$ cat src/rtl/pmu_pkg.sv
package pmu_pkg;

	typedef enum logic [4:0] {
		IDLE,
		WR_ADDR,
		WR_SUB,
		WR_DATA,
		WR_STOP,
		SLEW,
		RESPOND,
		RD_ADDR,
		RD_SUB,
		RD_RESTART,
		RD_DATA,
		RD_STOP,
		WAIT_RESP
	} ctrl_state_t;

	typedef enum logic [1:0] {
		START,
		WRITE,
		READ,
		STOP
	} i2c_cmd_t;

	localparam logic [6:0] PMU_DEV_ADDR = 7'h68;
	localparam logic [7:0] PARAM_VOLT = 8'h76;
	localparam logic [7:0] SUBADDR_EN = 8'h10;
	localparam logic [7:0] SUBADDR_SLEW = 8'h20;
	localparam logic [7:0] SLEW_VAL = 8'h55;
	localparam logic [7:0] ACK_CODE = 8'h06;
	localparam logic [7:0] NAK_CODE = 8'h15;

	// Voltage register of each rail; rails past 1 share the last one
	function automatic logic [7:0] rail_subaddr(input logic [7:0] idx);
		case (idx)
			8'd0: return 8'h32;
			8'd1: return 8'h26;
			default: return 8'h29;
		endcase
	endfunction

endpackage
$ cat src/rtl/pmu_ctrl_top.sv
`timescale 1ns/10ps

module pmu_ctrl_top #(
	parameter logic [7:0] WR_FRAME_ADDR = 8'h70,
	parameter logic [7:0] RD_FRAME_ADDR = 8'h50,
	parameter int CLK_DIV = 4
) (
	input  logic       clk,
	input  logic       reset,
	input  logic [7:0] in_addr,
	input  logic [7:0] in_data,
	input  logic       in_data_valid,
	input  logic       in_frame_valid,
	output logic       overflow,
	output logic [7:0] out_data,
	output logic       out_data_valid,
	output logic       out_frame_valid,
	output logic       out_request,
	input  logic       out_grant,
	output logic       scl_oe,
	output logic       sda_oe,
	input  logic       sda_in
);

	logic              wr_valid, wr_take, wr_overflow;
	logic [7:0]        wr_eid, wr_param, wr_idx, wr_val;
	logic              rd_valid, rd_take, rd_overflow;
	logic [7:0]        rd_eid, rd_param, rd_idx;
	pmu_pkg::i2c_cmd_t i2c_cmd;
	logic [7:0]        i2c_tx, rx_byte;
	logic              i2c_valid, i2c_ready, nack, clear_nack;
	logic              resp_start, resp_ok, resp_has_data, resp_done;
	logic [7:0]        resp_eid, resp_data;

	frame_receiver #(.MATCH_ADDR(WR_FRAME_ADDR), .NUM_BYTES(4)) wr_rx (
		.clk(clk), .reset(reset), .in_addr(in_addr), .in_data(in_data),
		.in_data_valid(in_data_valid), .in_frame_valid(in_frame_valid),
		.cmd_take(wr_take), .cmd_valid(wr_valid), .cmd_eid(wr_eid),
		.cmd_param(wr_param), .cmd_idx(wr_idx), .cmd_val(wr_val),
		.overflow(wr_overflow)
	);

	// Queries carry no value byte
	frame_receiver #(.MATCH_ADDR(RD_FRAME_ADDR), .NUM_BYTES(3)) rd_rx (
		.clk(clk), .reset(reset), .in_addr(in_addr), .in_data(in_data),
		.in_data_valid(in_data_valid), .in_frame_valid(in_frame_valid),
		.cmd_take(rd_take), .cmd_valid(rd_valid), .cmd_eid(rd_eid),
		.cmd_param(rd_param), .cmd_idx(rd_idx), .cmd_val(),
		.overflow(rd_overflow)
	);

	pmu_int ctrl (
		.clk(clk), .reset(reset),
		.wr_valid(wr_valid), .wr_eid(wr_eid), .wr_param(wr_param),
		.wr_idx(wr_idx), .wr_val(wr_val),
		.rd_valid(rd_valid), .rd_eid(rd_eid), .rd_param(rd_param), .rd_idx(rd_idx),
		.wr_overflow(wr_overflow), .rd_overflow(rd_overflow),
		.wr_take(wr_take), .rd_take(rd_take), .overflow(overflow),
		.i2c_cmd(i2c_cmd), .i2c_tx(i2c_tx), .i2c_valid(i2c_valid),
		.i2c_ready(i2c_ready), .rx_byte(rx_byte), .nack(nack), .clear_nack(clear_nack),
		.resp_start(resp_start), .resp_eid(resp_eid), .resp_ok(resp_ok),
		.resp_has_data(resp_has_data), .resp_data(resp_data), .resp_done(resp_done)
	);

	pmu_i2c #(.CLK_DIV(CLK_DIV)) i2c (
		.clk(clk), .reset(reset), .i2c_cmd(i2c_cmd), .i2c_tx(i2c_tx),
		.i2c_valid(i2c_valid), .i2c_ready(i2c_ready), .rx_byte(rx_byte),
		.nack(nack), .clear_nack(clear_nack),
		.scl_oe(scl_oe), .sda_oe(sda_oe), .sda_in(sda_in)
	);

	ack_generator ackgen (
		.clk(clk), .reset(reset), .resp_start(resp_start), .resp_eid(resp_eid),
		.resp_ok(resp_ok), .resp_has_data(resp_has_data), .resp_data(resp_data),
		.resp_done(resp_done), .out_request(out_request), .out_grant(out_grant),
		.out_data(out_data), .out_data_valid(out_data_valid),
		.out_frame_valid(out_frame_valid)
	);

endmodule

$ cat src/rtl/pmu_int.sv
`timescale 1ns/10ps

module pmu_int (
	input  logic                  clk,
	input  logic                  reset,
	input  logic                  wr_valid,
	input  logic [7:0]            wr_eid,
	input  logic [7:0]            wr_param,
	input  logic [7:0]            wr_idx,
	input  logic [7:0]            wr_val,
	input  logic                  rd_valid,
	input  logic [7:0]            rd_eid,
	input  logic [7:0]            rd_param,
	input  logic [7:0]            rd_idx,
	input  logic                  wr_overflow,
	input  logic                  rd_overflow,
	output logic                  wr_take,
	output logic                  rd_take,
	output logic                  overflow,
	output pmu_pkg::i2c_cmd_t     i2c_cmd,
	output logic [7:0]            i2c_tx,
	output logic                  i2c_valid,
	input  logic                  i2c_ready,
	input  logic [7:0]            rx_byte,
	input  logic                  nack,
	output logic                  clear_nack,
	output logic                  resp_start,
	output logic [7:0]            resp_eid,
	output logic                  resp_ok,
	output logic                  resp_has_data,
	output logic [7:0]            resp_data,
	input  logic                  resp_done
);

	pmu_pkg::ctrl_state_t state;
	logic [7:0] eid_q;
	logic [7:0] idx_q;
	logic [7:0] val_q;
	logic [7:0] rd_byte_q;
	logic       is_volt;
	logic       is_query;
	logic       slew;
	logic       start_sent;
	logic [2:0] en_img;
	logic [7:0] subaddr;
	logic [7:0] wr_value;
	logic       en_bit;
	logic       accepted;

	// Writes win over queries when both are pending
	assign wr_take = (state == pmu_pkg::IDLE) && wr_valid;
	assign rd_take = (state == pmu_pkg::IDLE) && !wr_valid && rd_valid;
	assign clear_nack = wr_take || rd_take;
	assign overflow = wr_overflow | rd_overflow;
	assign accepted = i2c_valid && i2c_ready;

	assign subaddr = slew ? pmu_pkg::SUBADDR_SLEW :
		is_volt ? pmu_pkg::rail_subaddr(idx_q) : pmu_pkg::SUBADDR_EN;
	// Enable register layout: fixed bits interleaved with the three rail enables
	assign wr_value = slew ? pmu_pkg::SLEW_VAL :
		is_volt ? {3'b000, val_q[4:0]} :
		{3'b100, en_img[0], 1'b1, en_img[2:1], 1'b1};

	always_comb begin
		case (idx_q)
			8'd0: en_bit = rd_byte_q[4];
			8'd1: en_bit = rd_byte_q[1];
			default: en_bit = rd_byte_q[2];
		endcase
	end

	// Response goes out once the STOP has finished on the bus
	assign resp_start = (state == pmu_pkg::RESPOND) && i2c_ready;
	assign resp_eid = eid_q;
	assign resp_ok = !nack;
	assign resp_has_data = is_query;
	assign resp_data = is_volt ? rd_byte_q : {7'd0, en_bit};

	always_comb begin
		i2c_valid = 1'b0;
		i2c_cmd = pmu_pkg::WRITE;
		i2c_tx = subaddr;
		case (state)
			pmu_pkg::WR_ADDR, pmu_pkg::RD_ADDR, pmu_pkg::RD_RESTART: begin
				i2c_valid = 1'b1;
				i2c_cmd = start_sent ? pmu_pkg::WRITE : pmu_pkg::START;
				i2c_tx = {pmu_pkg::PMU_DEV_ADDR, state == pmu_pkg::RD_RESTART};
			end
			pmu_pkg::WR_SUB, pmu_pkg::RD_SUB: i2c_valid = 1'b1;
			pmu_pkg::WR_DATA: begin
				i2c_valid = 1'b1;
				i2c_tx = wr_value;
			end
			pmu_pkg::RD_DATA: begin
				i2c_valid = 1'b1;
				i2c_cmd = pmu_pkg::READ;
			end
			pmu_pkg::WR_STOP, pmu_pkg::RD_STOP: begin
				i2c_valid = 1'b1;
				i2c_cmd = pmu_pkg::STOP;
			end
			default: i2c_valid = 1'b0;
		endcase
	end

	always_ff @(posedge clk) begin
		if (reset) begin
			state <= pmu_pkg::IDLE;
			en_img <= 3'd0;
			start_sent <= 1'b0;
			slew <= 1'b0;
		end else begin
			case (state)
				pmu_pkg::IDLE: begin
					slew <= 1'b0;
					if (wr_take)
						state <= pmu_pkg::WR_ADDR;
					else if (rd_take)
						state <= pmu_pkg::RD_ADDR;
				end
				pmu_pkg::WR_ADDR, pmu_pkg::RD_ADDR, pmu_pkg::RD_RESTART: begin
					if (accepted) begin
						start_sent <= !start_sent;
						if (start_sent && state == pmu_pkg::WR_ADDR)
							state <= pmu_pkg::WR_SUB;
						else if (start_sent && state == pmu_pkg::RD_ADDR)
							state <= pmu_pkg::RD_SUB;
						else if (start_sent)
							state <= pmu_pkg::RD_DATA;
					end
				end
				pmu_pkg::WR_SUB: if (accepted)
					state <= pmu_pkg::WR_DATA;
				pmu_pkg::WR_DATA: if (accepted)
					state <= pmu_pkg::WR_STOP;
				pmu_pkg::WR_STOP: if (accepted)
					state <= slew ? pmu_pkg::RESPOND : pmu_pkg::SLEW;
				pmu_pkg::SLEW: begin
					slew <= 1'b1;
					state <= pmu_pkg::WR_ADDR;
				end
				pmu_pkg::RD_SUB: if (accepted)
					state <= pmu_pkg::RD_RESTART;
				pmu_pkg::RD_DATA: if (accepted)
					state <= pmu_pkg::RD_STOP;
				pmu_pkg::RD_STOP: if (accepted)
					state <= pmu_pkg::RESPOND;
				pmu_pkg::RESPOND: if (i2c_ready)
					state <= pmu_pkg::WAIT_RESP;
				pmu_pkg::WAIT_RESP: if (resp_done)
					state <= pmu_pkg::IDLE;
				default: state <= pmu_pkg::IDLE;
			endcase
			if (wr_take && wr_param != pmu_pkg::PARAM_VOLT && wr_idx < 8'd3)
				en_img[wr_idx[1:0]] <= wr_val[0];
		end
	end

	always_ff @(posedge clk) begin
		if (wr_take) begin
			eid_q <= wr_eid;
			idx_q <= wr_idx;
			val_q <= wr_val;
			is_volt <= (wr_param == pmu_pkg::PARAM_VOLT);
			is_query <= 1'b0;
		end else if (rd_take) begin
			eid_q <= rd_eid;
			idx_q <= rd_idx;
			is_volt <= (rd_param == pmu_pkg::PARAM_VOLT);
			is_query <= 1'b1;
		end
		if (state == pmu_pkg::RD_STOP && accepted)
			rd_byte_q <= rx_byte;
	end

	a_no_overlap: assert property (@(posedge clk) disable iff (reset)
		!(i2c_valid && resp_start))
		else $error("I2C request and response start in the same cycle");

	a_done_waits: assert property (@(posedge clk) disable iff (reset)
		resp_done |-> state == pmu_pkg::WAIT_RESP)
		else $error("response finished while the controller was not waiting");

endmodule

$ cat src/rtl/pmu_i2c.sv
`timescale 1ns/10ps

module pmu_i2c #(
	parameter int CLK_DIV = 4
) (
	input  logic              clk,
	input  logic              reset,
	input  pmu_pkg::i2c_cmd_t i2c_cmd,
	input  logic [7:0]        i2c_tx,
	input  logic              i2c_valid,
	output logic              i2c_ready,
	output logic [7:0]        rx_byte,
	output logic              nack,
	input  logic              clear_nack,
	output logic              scl_oe,
	output logic              sda_oe,
	input  logic              sda_in
);

	localparam int DW = (CLK_DIV > 1) ? $clog2(CLK_DIV) : 1;

	pmu_pkg::i2c_cmd_t cmd_q;
	logic              busy;
	logic [DW-1:0]     div_cnt;
	logic [1:0]        quarter;
	logic [3:0]        bit_cnt;
	logic [7:0]        shreg;
	logic              scl_park;
	logic              sda_park;
	logic              tick;
	logic              byte_op;
	logic              last_bit;
	logic              sample;
	logic              bit_end;

	assign tick = busy && (div_cnt == DW'(CLK_DIV - 1));
	assign byte_op = (cmd_q == pmu_pkg::WRITE) || (cmd_q == pmu_pkg::READ);
	// Bit 8 of a byte operation is the acknowledge slot
	assign last_bit = byte_op ? (bit_cnt == 4'd8) : 1'b1;
	// SDA is sampled at the end of the first high quarter of SCL
	assign sample = tick && (quarter == 2'd1);
	assign bit_end = tick && (quarter == 2'd3);
	assign i2c_ready = !busy;
	assign rx_byte = shreg;

	always_ff @(posedge clk) begin
		if (reset) begin
			busy <= 1'b0;
			cmd_q <= pmu_pkg::STOP;
			div_cnt <= '0;
			quarter <= 2'd0;
			bit_cnt <= 4'd0;
			scl_park <= 1'b0;
			sda_park <= 1'b0;
			nack <= 1'b0;
		end else begin
			if (i2c_valid && !busy) begin
				busy <= 1'b1;
				cmd_q <= i2c_cmd;
				div_cnt <= '0;
				quarter <= 2'd0;
				bit_cnt <= 4'd0;
			end else if (busy) begin
				div_cnt <= tick ? '0 : div_cnt + DW'(1);
				if (tick)
					quarter <= quarter + 2'd1;
				if (bit_end) begin
					bit_cnt <= bit_cnt + 4'd1;
					if (last_bit) begin
						busy <= 1'b0;
						// SCL stays low between bytes; only STOP frees the bus
						scl_park <= (cmd_q != pmu_pkg::STOP);
						sda_park <= (cmd_q == pmu_pkg::START);
					end
				end
			end
			if (sample && cmd_q == pmu_pkg::WRITE && last_bit && sda_in)
				nack <= 1'b1;
			else if (clear_nack)
				nack <= 1'b0;
		end
	end

	always_ff @(posedge clk) begin
		if (i2c_valid && !busy)
			shreg <= i2c_tx;
		else if (cmd_q == pmu_pkg::WRITE && bit_end && !last_bit)
			shreg <= {shreg[6:0], 1'b0};
		else if (cmd_q == pmu_pkg::READ && sample && !last_bit)
			shreg <= {shreg[6:0], sda_in};
	end

	always_comb begin
		scl_oe = scl_park;
		sda_oe = sda_park;
		if (busy) begin
			scl_oe = (quarter == 2'd0) || (quarter == 2'd3);
			case (cmd_q)
				pmu_pkg::START: begin
					// SDA falls while SCL is high, which also covers a repeated start
					sda_oe = quarter[1];
				end
				pmu_pkg::WRITE: sda_oe = !last_bit && !shreg[7];
				pmu_pkg::READ: sda_oe = 1'b0;
				default: begin
					scl_oe = (quarter == 2'd0);
					sda_oe = !quarter[1];
				end
			endcase
		end
	end

endmodule

$ cat src/rtl/ack_generator.sv
`timescale 1ns/10ps

module ack_generator (
	input  logic       clk,
	input  logic       reset,
	input  logic       resp_start,
	input  logic [7:0] resp_eid,
	input  logic       resp_ok,
	input  logic       resp_has_data,
	input  logic [7:0] resp_data,
	output logic       resp_done,
	output logic       out_request,
	input  logic       out_grant,
	output logic [7:0] out_data,
	output logic       out_data_valid,
	output logic       out_frame_valid
);

	typedef enum logic [1:0] {
		AG_IDLE,
		AG_REQ,
		AG_SEND
	} ag_state_t;

	ag_state_t  state;
	logic [1:0] idx;
	logic [7:0] eid_q;
	logic [7:0] data_q;
	logic       ok_q;
	logic       has_data_q;
	logic       last;

	assign last = has_data_q ? (idx == 2'd2) : (idx == 2'd1);
	assign out_request = (state == AG_REQ);
	assign out_frame_valid = (state == AG_SEND);
	assign out_data_valid = (state == AG_SEND);
	assign resp_done = out_data_valid && last;

	always_comb begin
		case (idx)
			2'd0: out_data = eid_q;
			2'd1: out_data = ok_q ? pmu_pkg::ACK_CODE : pmu_pkg::NAK_CODE;
			default: out_data = data_q;
		endcase
	end

	always_ff @(posedge clk) begin
		if (reset) begin
			state <= AG_IDLE;
			idx <= 2'd0;
		end else begin
			case (state)
				AG_IDLE: begin
					idx <= 2'd0;
					if (resp_start)
						state <= AG_REQ;
				end
				AG_REQ: if (out_grant)
					state <= AG_SEND;
				default: begin
					if (last)
						state <= AG_IDLE;
					else
						idx <= idx + 2'd1;
				end
			endcase
		end
	end

	always_ff @(posedge clk) begin
		if (state == AG_IDLE && resp_start) begin
			eid_q <= resp_eid;
			ok_q <= resp_ok;
			has_data_q <= resp_data_valid_sel(resp_has_data);
			data_q <= resp_data;
		end
	end

	function automatic logic resp_data_valid_sel(input logic has_data);
		return has_data;
	endfunction

	// Bytes run back to back with the frame envelope until the final one
	a_frame_shape: assert property (@(posedge clk) disable iff (reset)
		out_data_valid && !resp_done |=> out_data_valid && out_frame_valid)
		else $error("gap or missing frame valid inside a response");

	// A new response may only start once the previous frame has gone out
	a_start_idle: assert property (@(posedge clk) disable iff (reset)
		resp_start |-> state == AG_IDLE)
		else $error("response start while a frame is still in flight");

endmodule

$ cat src/rtl/frame_receiver.sv
`timescale 1ns/10ps

module frame_receiver #(
	parameter logic [7:0] MATCH_ADDR = 8'h70,
	parameter int NUM_BYTES = 4
) (
	input  logic       clk,
	input  logic       reset,
	input  logic [7:0] in_addr,
	input  logic [7:0] in_data,
	input  logic       in_data_valid,
	input  logic       in_frame_valid,
	input  logic       cmd_take,
	output logic       cmd_valid,
	output logic [7:0] cmd_eid,
	output logic [7:0] cmd_param,
	output logic [7:0] cmd_idx,
	output logic [7:0] cmd_val,
	output logic       overflow
);

	logic       frame_q;
	logic       match_q;
	logic [3:0] count;
	logic [7:0] bytes_q [4];
	logic       hit;
	logic       frame_end;
	logic       complete;
	logic       accept;

	assign hit = in_frame_valid && (in_addr == MATCH_ADDR);
	assign frame_end = frame_q && !in_frame_valid;
	assign complete = frame_end && match_q && (count == 4'(NUM_BYTES));
	// A new command lands only if the slot is free or being emptied this cycle
	assign accept = complete && (!cmd_valid || cmd_take);

	always_ff @(posedge clk) begin
		if (reset) begin
			frame_q <= 1'b0;
			match_q <= 1'b0;
			count <= '0;
		end else begin
			frame_q <= in_frame_valid;
			if (in_frame_valid)
				match_q <= hit;
			if (frame_end)
				count <= '0;
			else if (hit && in_data_valid && count != 4'hf)
				count <= count + 4'd1;
		end
	end

	always_ff @(posedge clk) begin
		if (hit && in_data_valid && count < 4'd4)
			bytes_q[count[1:0]] <= in_data;
	end

	always_ff @(posedge clk) begin
		if (reset) begin
			cmd_valid <= 1'b0;
			overflow <= 1'b0;
		end else begin
			overflow <= complete && !accept;
			if (accept)
				cmd_valid <= 1'b1;
			else if (cmd_take)
				cmd_valid <= 1'b0;
		end
	end

	always_ff @(posedge clk) begin
		if (accept) begin
			cmd_eid <= bytes_q[0];
			cmd_param <= bytes_q[1];
			cmd_idx <= bytes_q[2];
			cmd_val <= bytes_q[3];
		end
	end

	a_take_pending: assert property (@(posedge clk) disable iff (reset)
		cmd_take |-> cmd_valid)
		else $error("cmd_take with no pending command");

endmodule

$ cat config.mk
export PLATFORM = sky130hd
export DESIGN_NAME = pmu_ctrl_top
export DESIGN_NICKNAME = d
export VERILOG_FILES = /design/src/rtl/pmu_pkg.sv /design/src/rtl/pmu_ctrl_top.sv /design/src/rtl/pmu_int.sv /design/src/rtl/pmu_i2c.sv /design/src/rtl/ack_generator.sv /design/src/rtl/frame_receiver.sv
export SDC_FILE = /design/constraint.sdc
export NUM_CORES = 1
export LEC_CHECK = 0
export ABC_CLOCK_PERIOD_IN_PS = 4700
export BUFFER_PORTS_ARGS = -buffer_cell sky130_fd_sc_hd__buf_2
export CAP_MARGIN = 30
export CORE_ASPECT_RATIO = 1.1
export CORE_MARGIN = 2
export CORE_UTILIZATION = 60
export CTS_CLUSTER_DIAMETER = 80
export DETAILED_ROUTE_END_ITERATION = 6
export PLACE_DENSITY_LB_ADDON = 0.15
export SETUP_SLACK_MARGIN = 0.15
export SLEW_MARGIN = 0
export SYNTH_ARGS = -nofsm -noshare
export SYNTH_HDL_FRONTEND = slang
export SYNTH_HIERARCHICAL = 1
export SYNTH_SLANG_ARGS = --single-unit
$ cat constraint.sdc
create_clock -name clk -period 4.7 [get_ports clk]
set_input_delay 0 -clock clk [delete_from_list [all_inputs] [get_ports clk]]
set_output_delay 0 -clock clk [all_outputs]
set_load 0.05 [all_outputs]
Word level (Yosys, flattened, before mapping)

Memory sizes are Yosys's and may differ from the RTL's. A register that Yosys moved wholly into a read port is not among the register bits.
Index checks and enable logic that the tools add are counted.

Add/sub/neg operators: 6
Mux-type cells: 69
Bitwise gates (word level): 3
Order comparisons: 5
Reductions and logical operators: 83
Equal/unequal tests: 47

Operator list:

| kind                | number |
|---|---|
| $mux 8              | 10 |
| $mux 5              | 15 |
| $pmux 5 s11         | 1 |
| $logic_and 1x1->1   | 41 |
| $eq 8x7->1 const B  | 4 |
| $pmux 8 s2          | 2 |
| $eq 5x4->1 const B  | 5 |
| $mux 1              | 25 |
| $eq 5x3->1 const B  | 4 |
| $ne 2x1->1 const B  | 10 |
| $add 4x1->4 const B | 3 |
| $mux 2              | 6 |
| $logic_not 1->1     | 11 |
| $reduce_and 11->1   | 1 |
| $eq 2x2->1 const B  | 5 |
| $eq 5x2->1 const B  | 2 |
| $pmux 5 s2          | 1 |
| $reduce_bool 2->1   | 5 |
| $reduce_or 9->1     | 1 |
| $eq 2x1->1 const B  | 4 |
| $eq 8x1->1 const B  | 1 |
| $logic_not 2->1     | 4 |
| $logic_not 8->1     | 1 |
| $lt 4x3->1 const B  | 2 |
| 30 further kinds    | 49 |

Memories kept: 2
Output and inout bits: 14
Memory bits (writable): 64
Word-level logic and storage cells: 250
Input bits: 22
Register bits after elaboration: 100

Memories:

| memory        | words | bits a word | rd ports | clocked after Yosys merged registers in | write ports | RTL line             | RTL |
|---|---|---|---|---|---|---|---|
| rd_rx.bytes_q | 4     | 8           | 3        | 3                                       | 1           | frame_receiver.sv:25 | `logic [7:0] bytes_q [4];` |
| wr_rx.bytes_q | 4     | 8           | 4        | 4                                       | 1           | frame_receiver.sv:25 |  |

Longest topological paths before layout

Depth after elaboration: 8
Gate-level depth with buffers: 10
Depth with buffers taken out: 9

Cells and area by module

Netlist, hierarchy kept.

By module, submodules not included:

| module                  | instances | area an instance (µm²) | cells an instance | sequential area each (µm²) |
|---|---|---|---|---|
| frame_receiver at rd_rx | 1         | 2419.8                 | 114               | 2082.0 |
| frame_receiver at wr_rx | 1         | 2412.3                 | 115               | 2082.0 |
| pmu_int                 | 1         | 2174.6                 | 208               | 1101.1 |
| pmu_i2c                 | 1         | 1166.1                 | 112               | 520.5 |
| ack_generator           | 1         | 958.4                  | 73                | 620.6 |

Worst setup path after synthesis

No wires, ideal clock.

Kind: reg-to-reg
Start point: reg ctrl.state[0]
End point: reg wr_rx.cmd_eid[0] (read register of wr_rx.bytes_q) (enable)
Data required time: 4275 ps
Data arrival time: 2953 ps
Clock period less this slack: 3378 ps
Library setup time: 425 ps
Path slack: 1322 ps
Cell stages (with the launch flop): 8
Path buffers: 2
Cells stage by stage: dfxtp_1 -> clkbuf_1 -> nor4_1 -> nand2_1 -> clkbuf_1 -> inv_2 -> nand2b_1 -> nor2b_1

Longest elaborated chain between the ends: 4

RTL lines:

| item                     | RTL line             | RTL |
|---|---|---|
| start: declaration       | pmu_int.sv:35        | `pmu_pkg::ctrl_state_t state;` |
| start signal: assignment | pmu_int.sv:108       | `state <= pmu_pkg::IDLE;` |
| start signal: assignment | pmu_int.sv:117       | `state <= pmu_pkg::WR_ADDR;` |
| start signal: assignment | pmu_int.sv:119       | `state <= pmu_pkg::RD_ADDR;` |
| $logic_not 5->1          | pmu_int.sv:51        | `assign wr_take = (state == pmu_pkg::IDLE) && wr_valid;` |
| $logic_and 1x1->1        | pmu_int.sv:51        |  |
| named net wr_take        | pmu_ctrl_top.sv:25   | `logic wr_valid, wr_take, wr_overflow;` |
| $logic_or 1x1->1         | frame_receiver.sv:35 | `assign accept = complete && (!cmd_valid \|\| cmd_take);` |
| $logic_and 1x1->1        | frame_receiver.sv:35 |  |
| named net wr_rx.accept   | frame_receiver.sv:29 | `logic accept;` |
| end: declaration         | frame_receiver.sv:15 | `output logic [7:0] cmd_eid,` |

The timed path passes the listed nets, and every way through them passes these cells.
A chain may end at the register's enable or synchronous reset.

Worst setup path after layout

Start point: reg ctrl.state[3]
End point: reg wr_rx.cmd_idx[7] (read register of wr_rx.bytes_q) (enable)

Longest elaborated chain between the ends: 4

RTL lines:

| item                   | RTL line             | RTL |
|---|---|---|
| $logic_not 5->1        | pmu_int.sv:51        |  |
| $logic_and 1x1->1      | pmu_int.sv:51        |  |
| named net wr_take      | pmu_ctrl_top.sv:25   |  |
| $logic_or 1x1->1       | frame_receiver.sv:35 |  |
| $logic_and 1x1->1      | frame_receiver.sv:35 |  |
| named net wr_rx.accept | frame_receiver.sv:29 |  |
| end: declaration       | frame_receiver.sv:17 | `output logic [7:0] cmd_idx,` |

The timed path passes the listed nets, and every way through them passes these cells.

==> results.py <==
metrics = {
    "floorplan": {
        "initial_core_util_pct": 61.3,
        "rows": 45,
        "die-area_um2": 15100,
        "core_area_um2": 13800,
        "die_w_um": 117,
        "die_h_um": 129,
        "ios": 36,
    },
    "drt": {
        "first_iter_violations": 353,
        "vias": 4815,
        "drt_wl_total_um": 15500,
        "avgRoutedWirePerCell_um": 18.0,
        "drtAntennaViolNets": 0,
        "drtPass1Iterations": 4,
        "drc": 0,
        "vias_per_cell": 5.61,
    },
    "sta": {
        "slew_viol_final": 0,
        "clock_skew_ns": 0.0103,
        "slew-limit-headroom_pct": 41.3,
        "timing.final.crit_period_ns": 3.01,
        "fmax_ghz": 0.333,
        "rsz0062_at_grt": "false",
        "setup_viol": 0,
        "hold_viol_final": 0,
        "worstMarginPinSlew_ns": 0.873,
        "min_period_over_period_pct": 64.0,
        "worst_slack_ns": 1.69,
        "finalSetupTns_ns": 0,
    },
    "run": {
        "timing.max_cap.violations": 0,
    },
    "power_and_ir_drop": {
        "ir_worst_vdd_mv": 0.318,
        "p_leak_uw": 0.00337,
        "p_per_area_nw_per_um2": 456,
        "finalPower_uw": 4400,
    },
    "global_route": {
        "antenna_found_initial": 0,
        "grt_pass1_vias": 4866,
        "grt_pass1_wl_um": 24900,
        "gr-total-overflow": 0,
        "grtUsageTotal_pct": 21.6,
        "grt_start_max_net_pins": 35,
    },
    "clock_tree": {
        "root_buffer": "clkbuf_16",
        "cts_num_sinks": 206,
        "cts_tree": "done",
        "htree_levels": 1,
        "clk_latency_ns": 0.48,
        "cts_hold_buffers": 15,
        "cts_buffers": 21,
        "cts.clk_slew.worst_paths_ns": 0.07,
        "cts_buffer_depth": 3,
        "cts_resized": 0,
        "post-cts-setup-buffers": 0,
    },
    "status": {
        "outcome": "complete, no violations",
    },
    "finish": {
        "final_common_cell": "edfxtp_1",
        "largest_register_ffs": 29,
        "mostFrequentLayoutCells": "162 x edfxtp_1, 44 x dfxtp_1, 43 x nor2_1, 35 x buf_2, 30 x nand2_1",
        "synthToLayoutAreaGrowth_pct": 14.0,
        "nNetsFinal": 701,
        "n_antenna_cell": 0,
        "area.sequential_um2": 5750,
        "fin_util_pct": 69.9,
        "drive_above_1_share_pct": 16.7,
        "multi_input_area_um2": 2520,
        "fillers": 942,
    },
    "critical_path": {
        "crit_fanout": 29,
        "crit_path_end_kind": "flip-flop",
        "worstPathArrival_ns": 3.14,
        "cp_slowest_cell": "nand2_1",
        "critPathKind": "reg2reg",
        "crit_path_max_incr_delay_ns": 0.60,
        "critPathLaunchType": "flip-flop",
        "crit_family": "simple AND/OR/NAND/NOR gates",
        "worstPathRequired_ns": 4.83,
        "cp_num_buf_inv": 2,
        "crit_chain": "nor4_1 -> nand2_1 -> inv_2 -> nand2b_1 -> nor2b_2 -> buf_4",
    },
    "placed_design": {
        "gp_congestion": 0.840,
        "io_buffer_count": 35,
        "dpl.hpwl_um": 10400,
        "post-place-ws_ns": 1.71,
    },
    "yosys": {
        "yosysWarnings": 6,
        "syn_inst": 599,
        "syn_nets": 644,
        "syn_area_um2": 8460,
        "synth_area_per_cell_um2": 14.1,
    },
    "hold_path": {
        "min_path_type": "in2reg",
    },
}
-- power breakdown --
part           switching (µW)  internal [µW]  leakage, µW  total [µW]
Sequential                118           2070      0.00182        2190
Combinational             344            248      0.00122         592
Clock                     637            984     0.000329        1620
-- area by class of cell --
| type | instances | area share [%] |
|---|---|---|
| Clock buffer | 24 | 5.56 |
| Clock inverter | 13 | 1.45 |
| Inverter | 28 | 1.09 |
| Sequential cell | 206 | 59.6 |
| Timing Repair Buffer | 54 | 3.76 |
| Tap cell | 188 | 2.44 |
| Multi-Input combinational cell | 345 | 26.1 |
-- layer usage --
| metal | wire length [µm] | vias to the layer above | global-route usage [%] |
|---|---|---|---|
| li1 | - | 2342 | - |
| met1 | 6500 | 2373 | 27.4 |
| met2 | 8240 | 85 | 38.9 |
| met3 | 568 | 15 | 3.72 |
| met4 | 170 | 0 | 4.22 |
| met5 | 0 | - | 0 |
-- through the flow --
stage	hold slack [ns]	instances	area (µm²)
5_1_grt	0.0417	858	9650
2_1_floorplan	0.0667	599	8460
3_3_place_gp	0.261	804	8800
4_1_cts	0.0120	857	9640
3_5_place_dp	0.277	805	8810
6_report	0.0216	858	9650
-- tightest hold or removal path: stages --
cell and delay [ns]:
buf_2 0.09, or4b_4 0.14, nor4_4 0.06, xnor2_1 0.13
nor2_1 0.04
-- path summary, 6_finish.rpt --
path	startpoint	to	slack (ns)	cells past startpoint
setup / recovery	ctrl/state[3]	wr_rx/cmd_idx[7]	1.69	6
hold reg to reg	wr_rx/bytes_q[2][6]	wr_rx/cmd_idx[6]	0.41	0
hold / removal	in_addr[5]	rd_rx/count[0]	0.02	5
setup reg to reg	ctrl/state[3]	wr_rx/cmd_idx[7]	1.69	6
(Power assumes the default switching activity.)
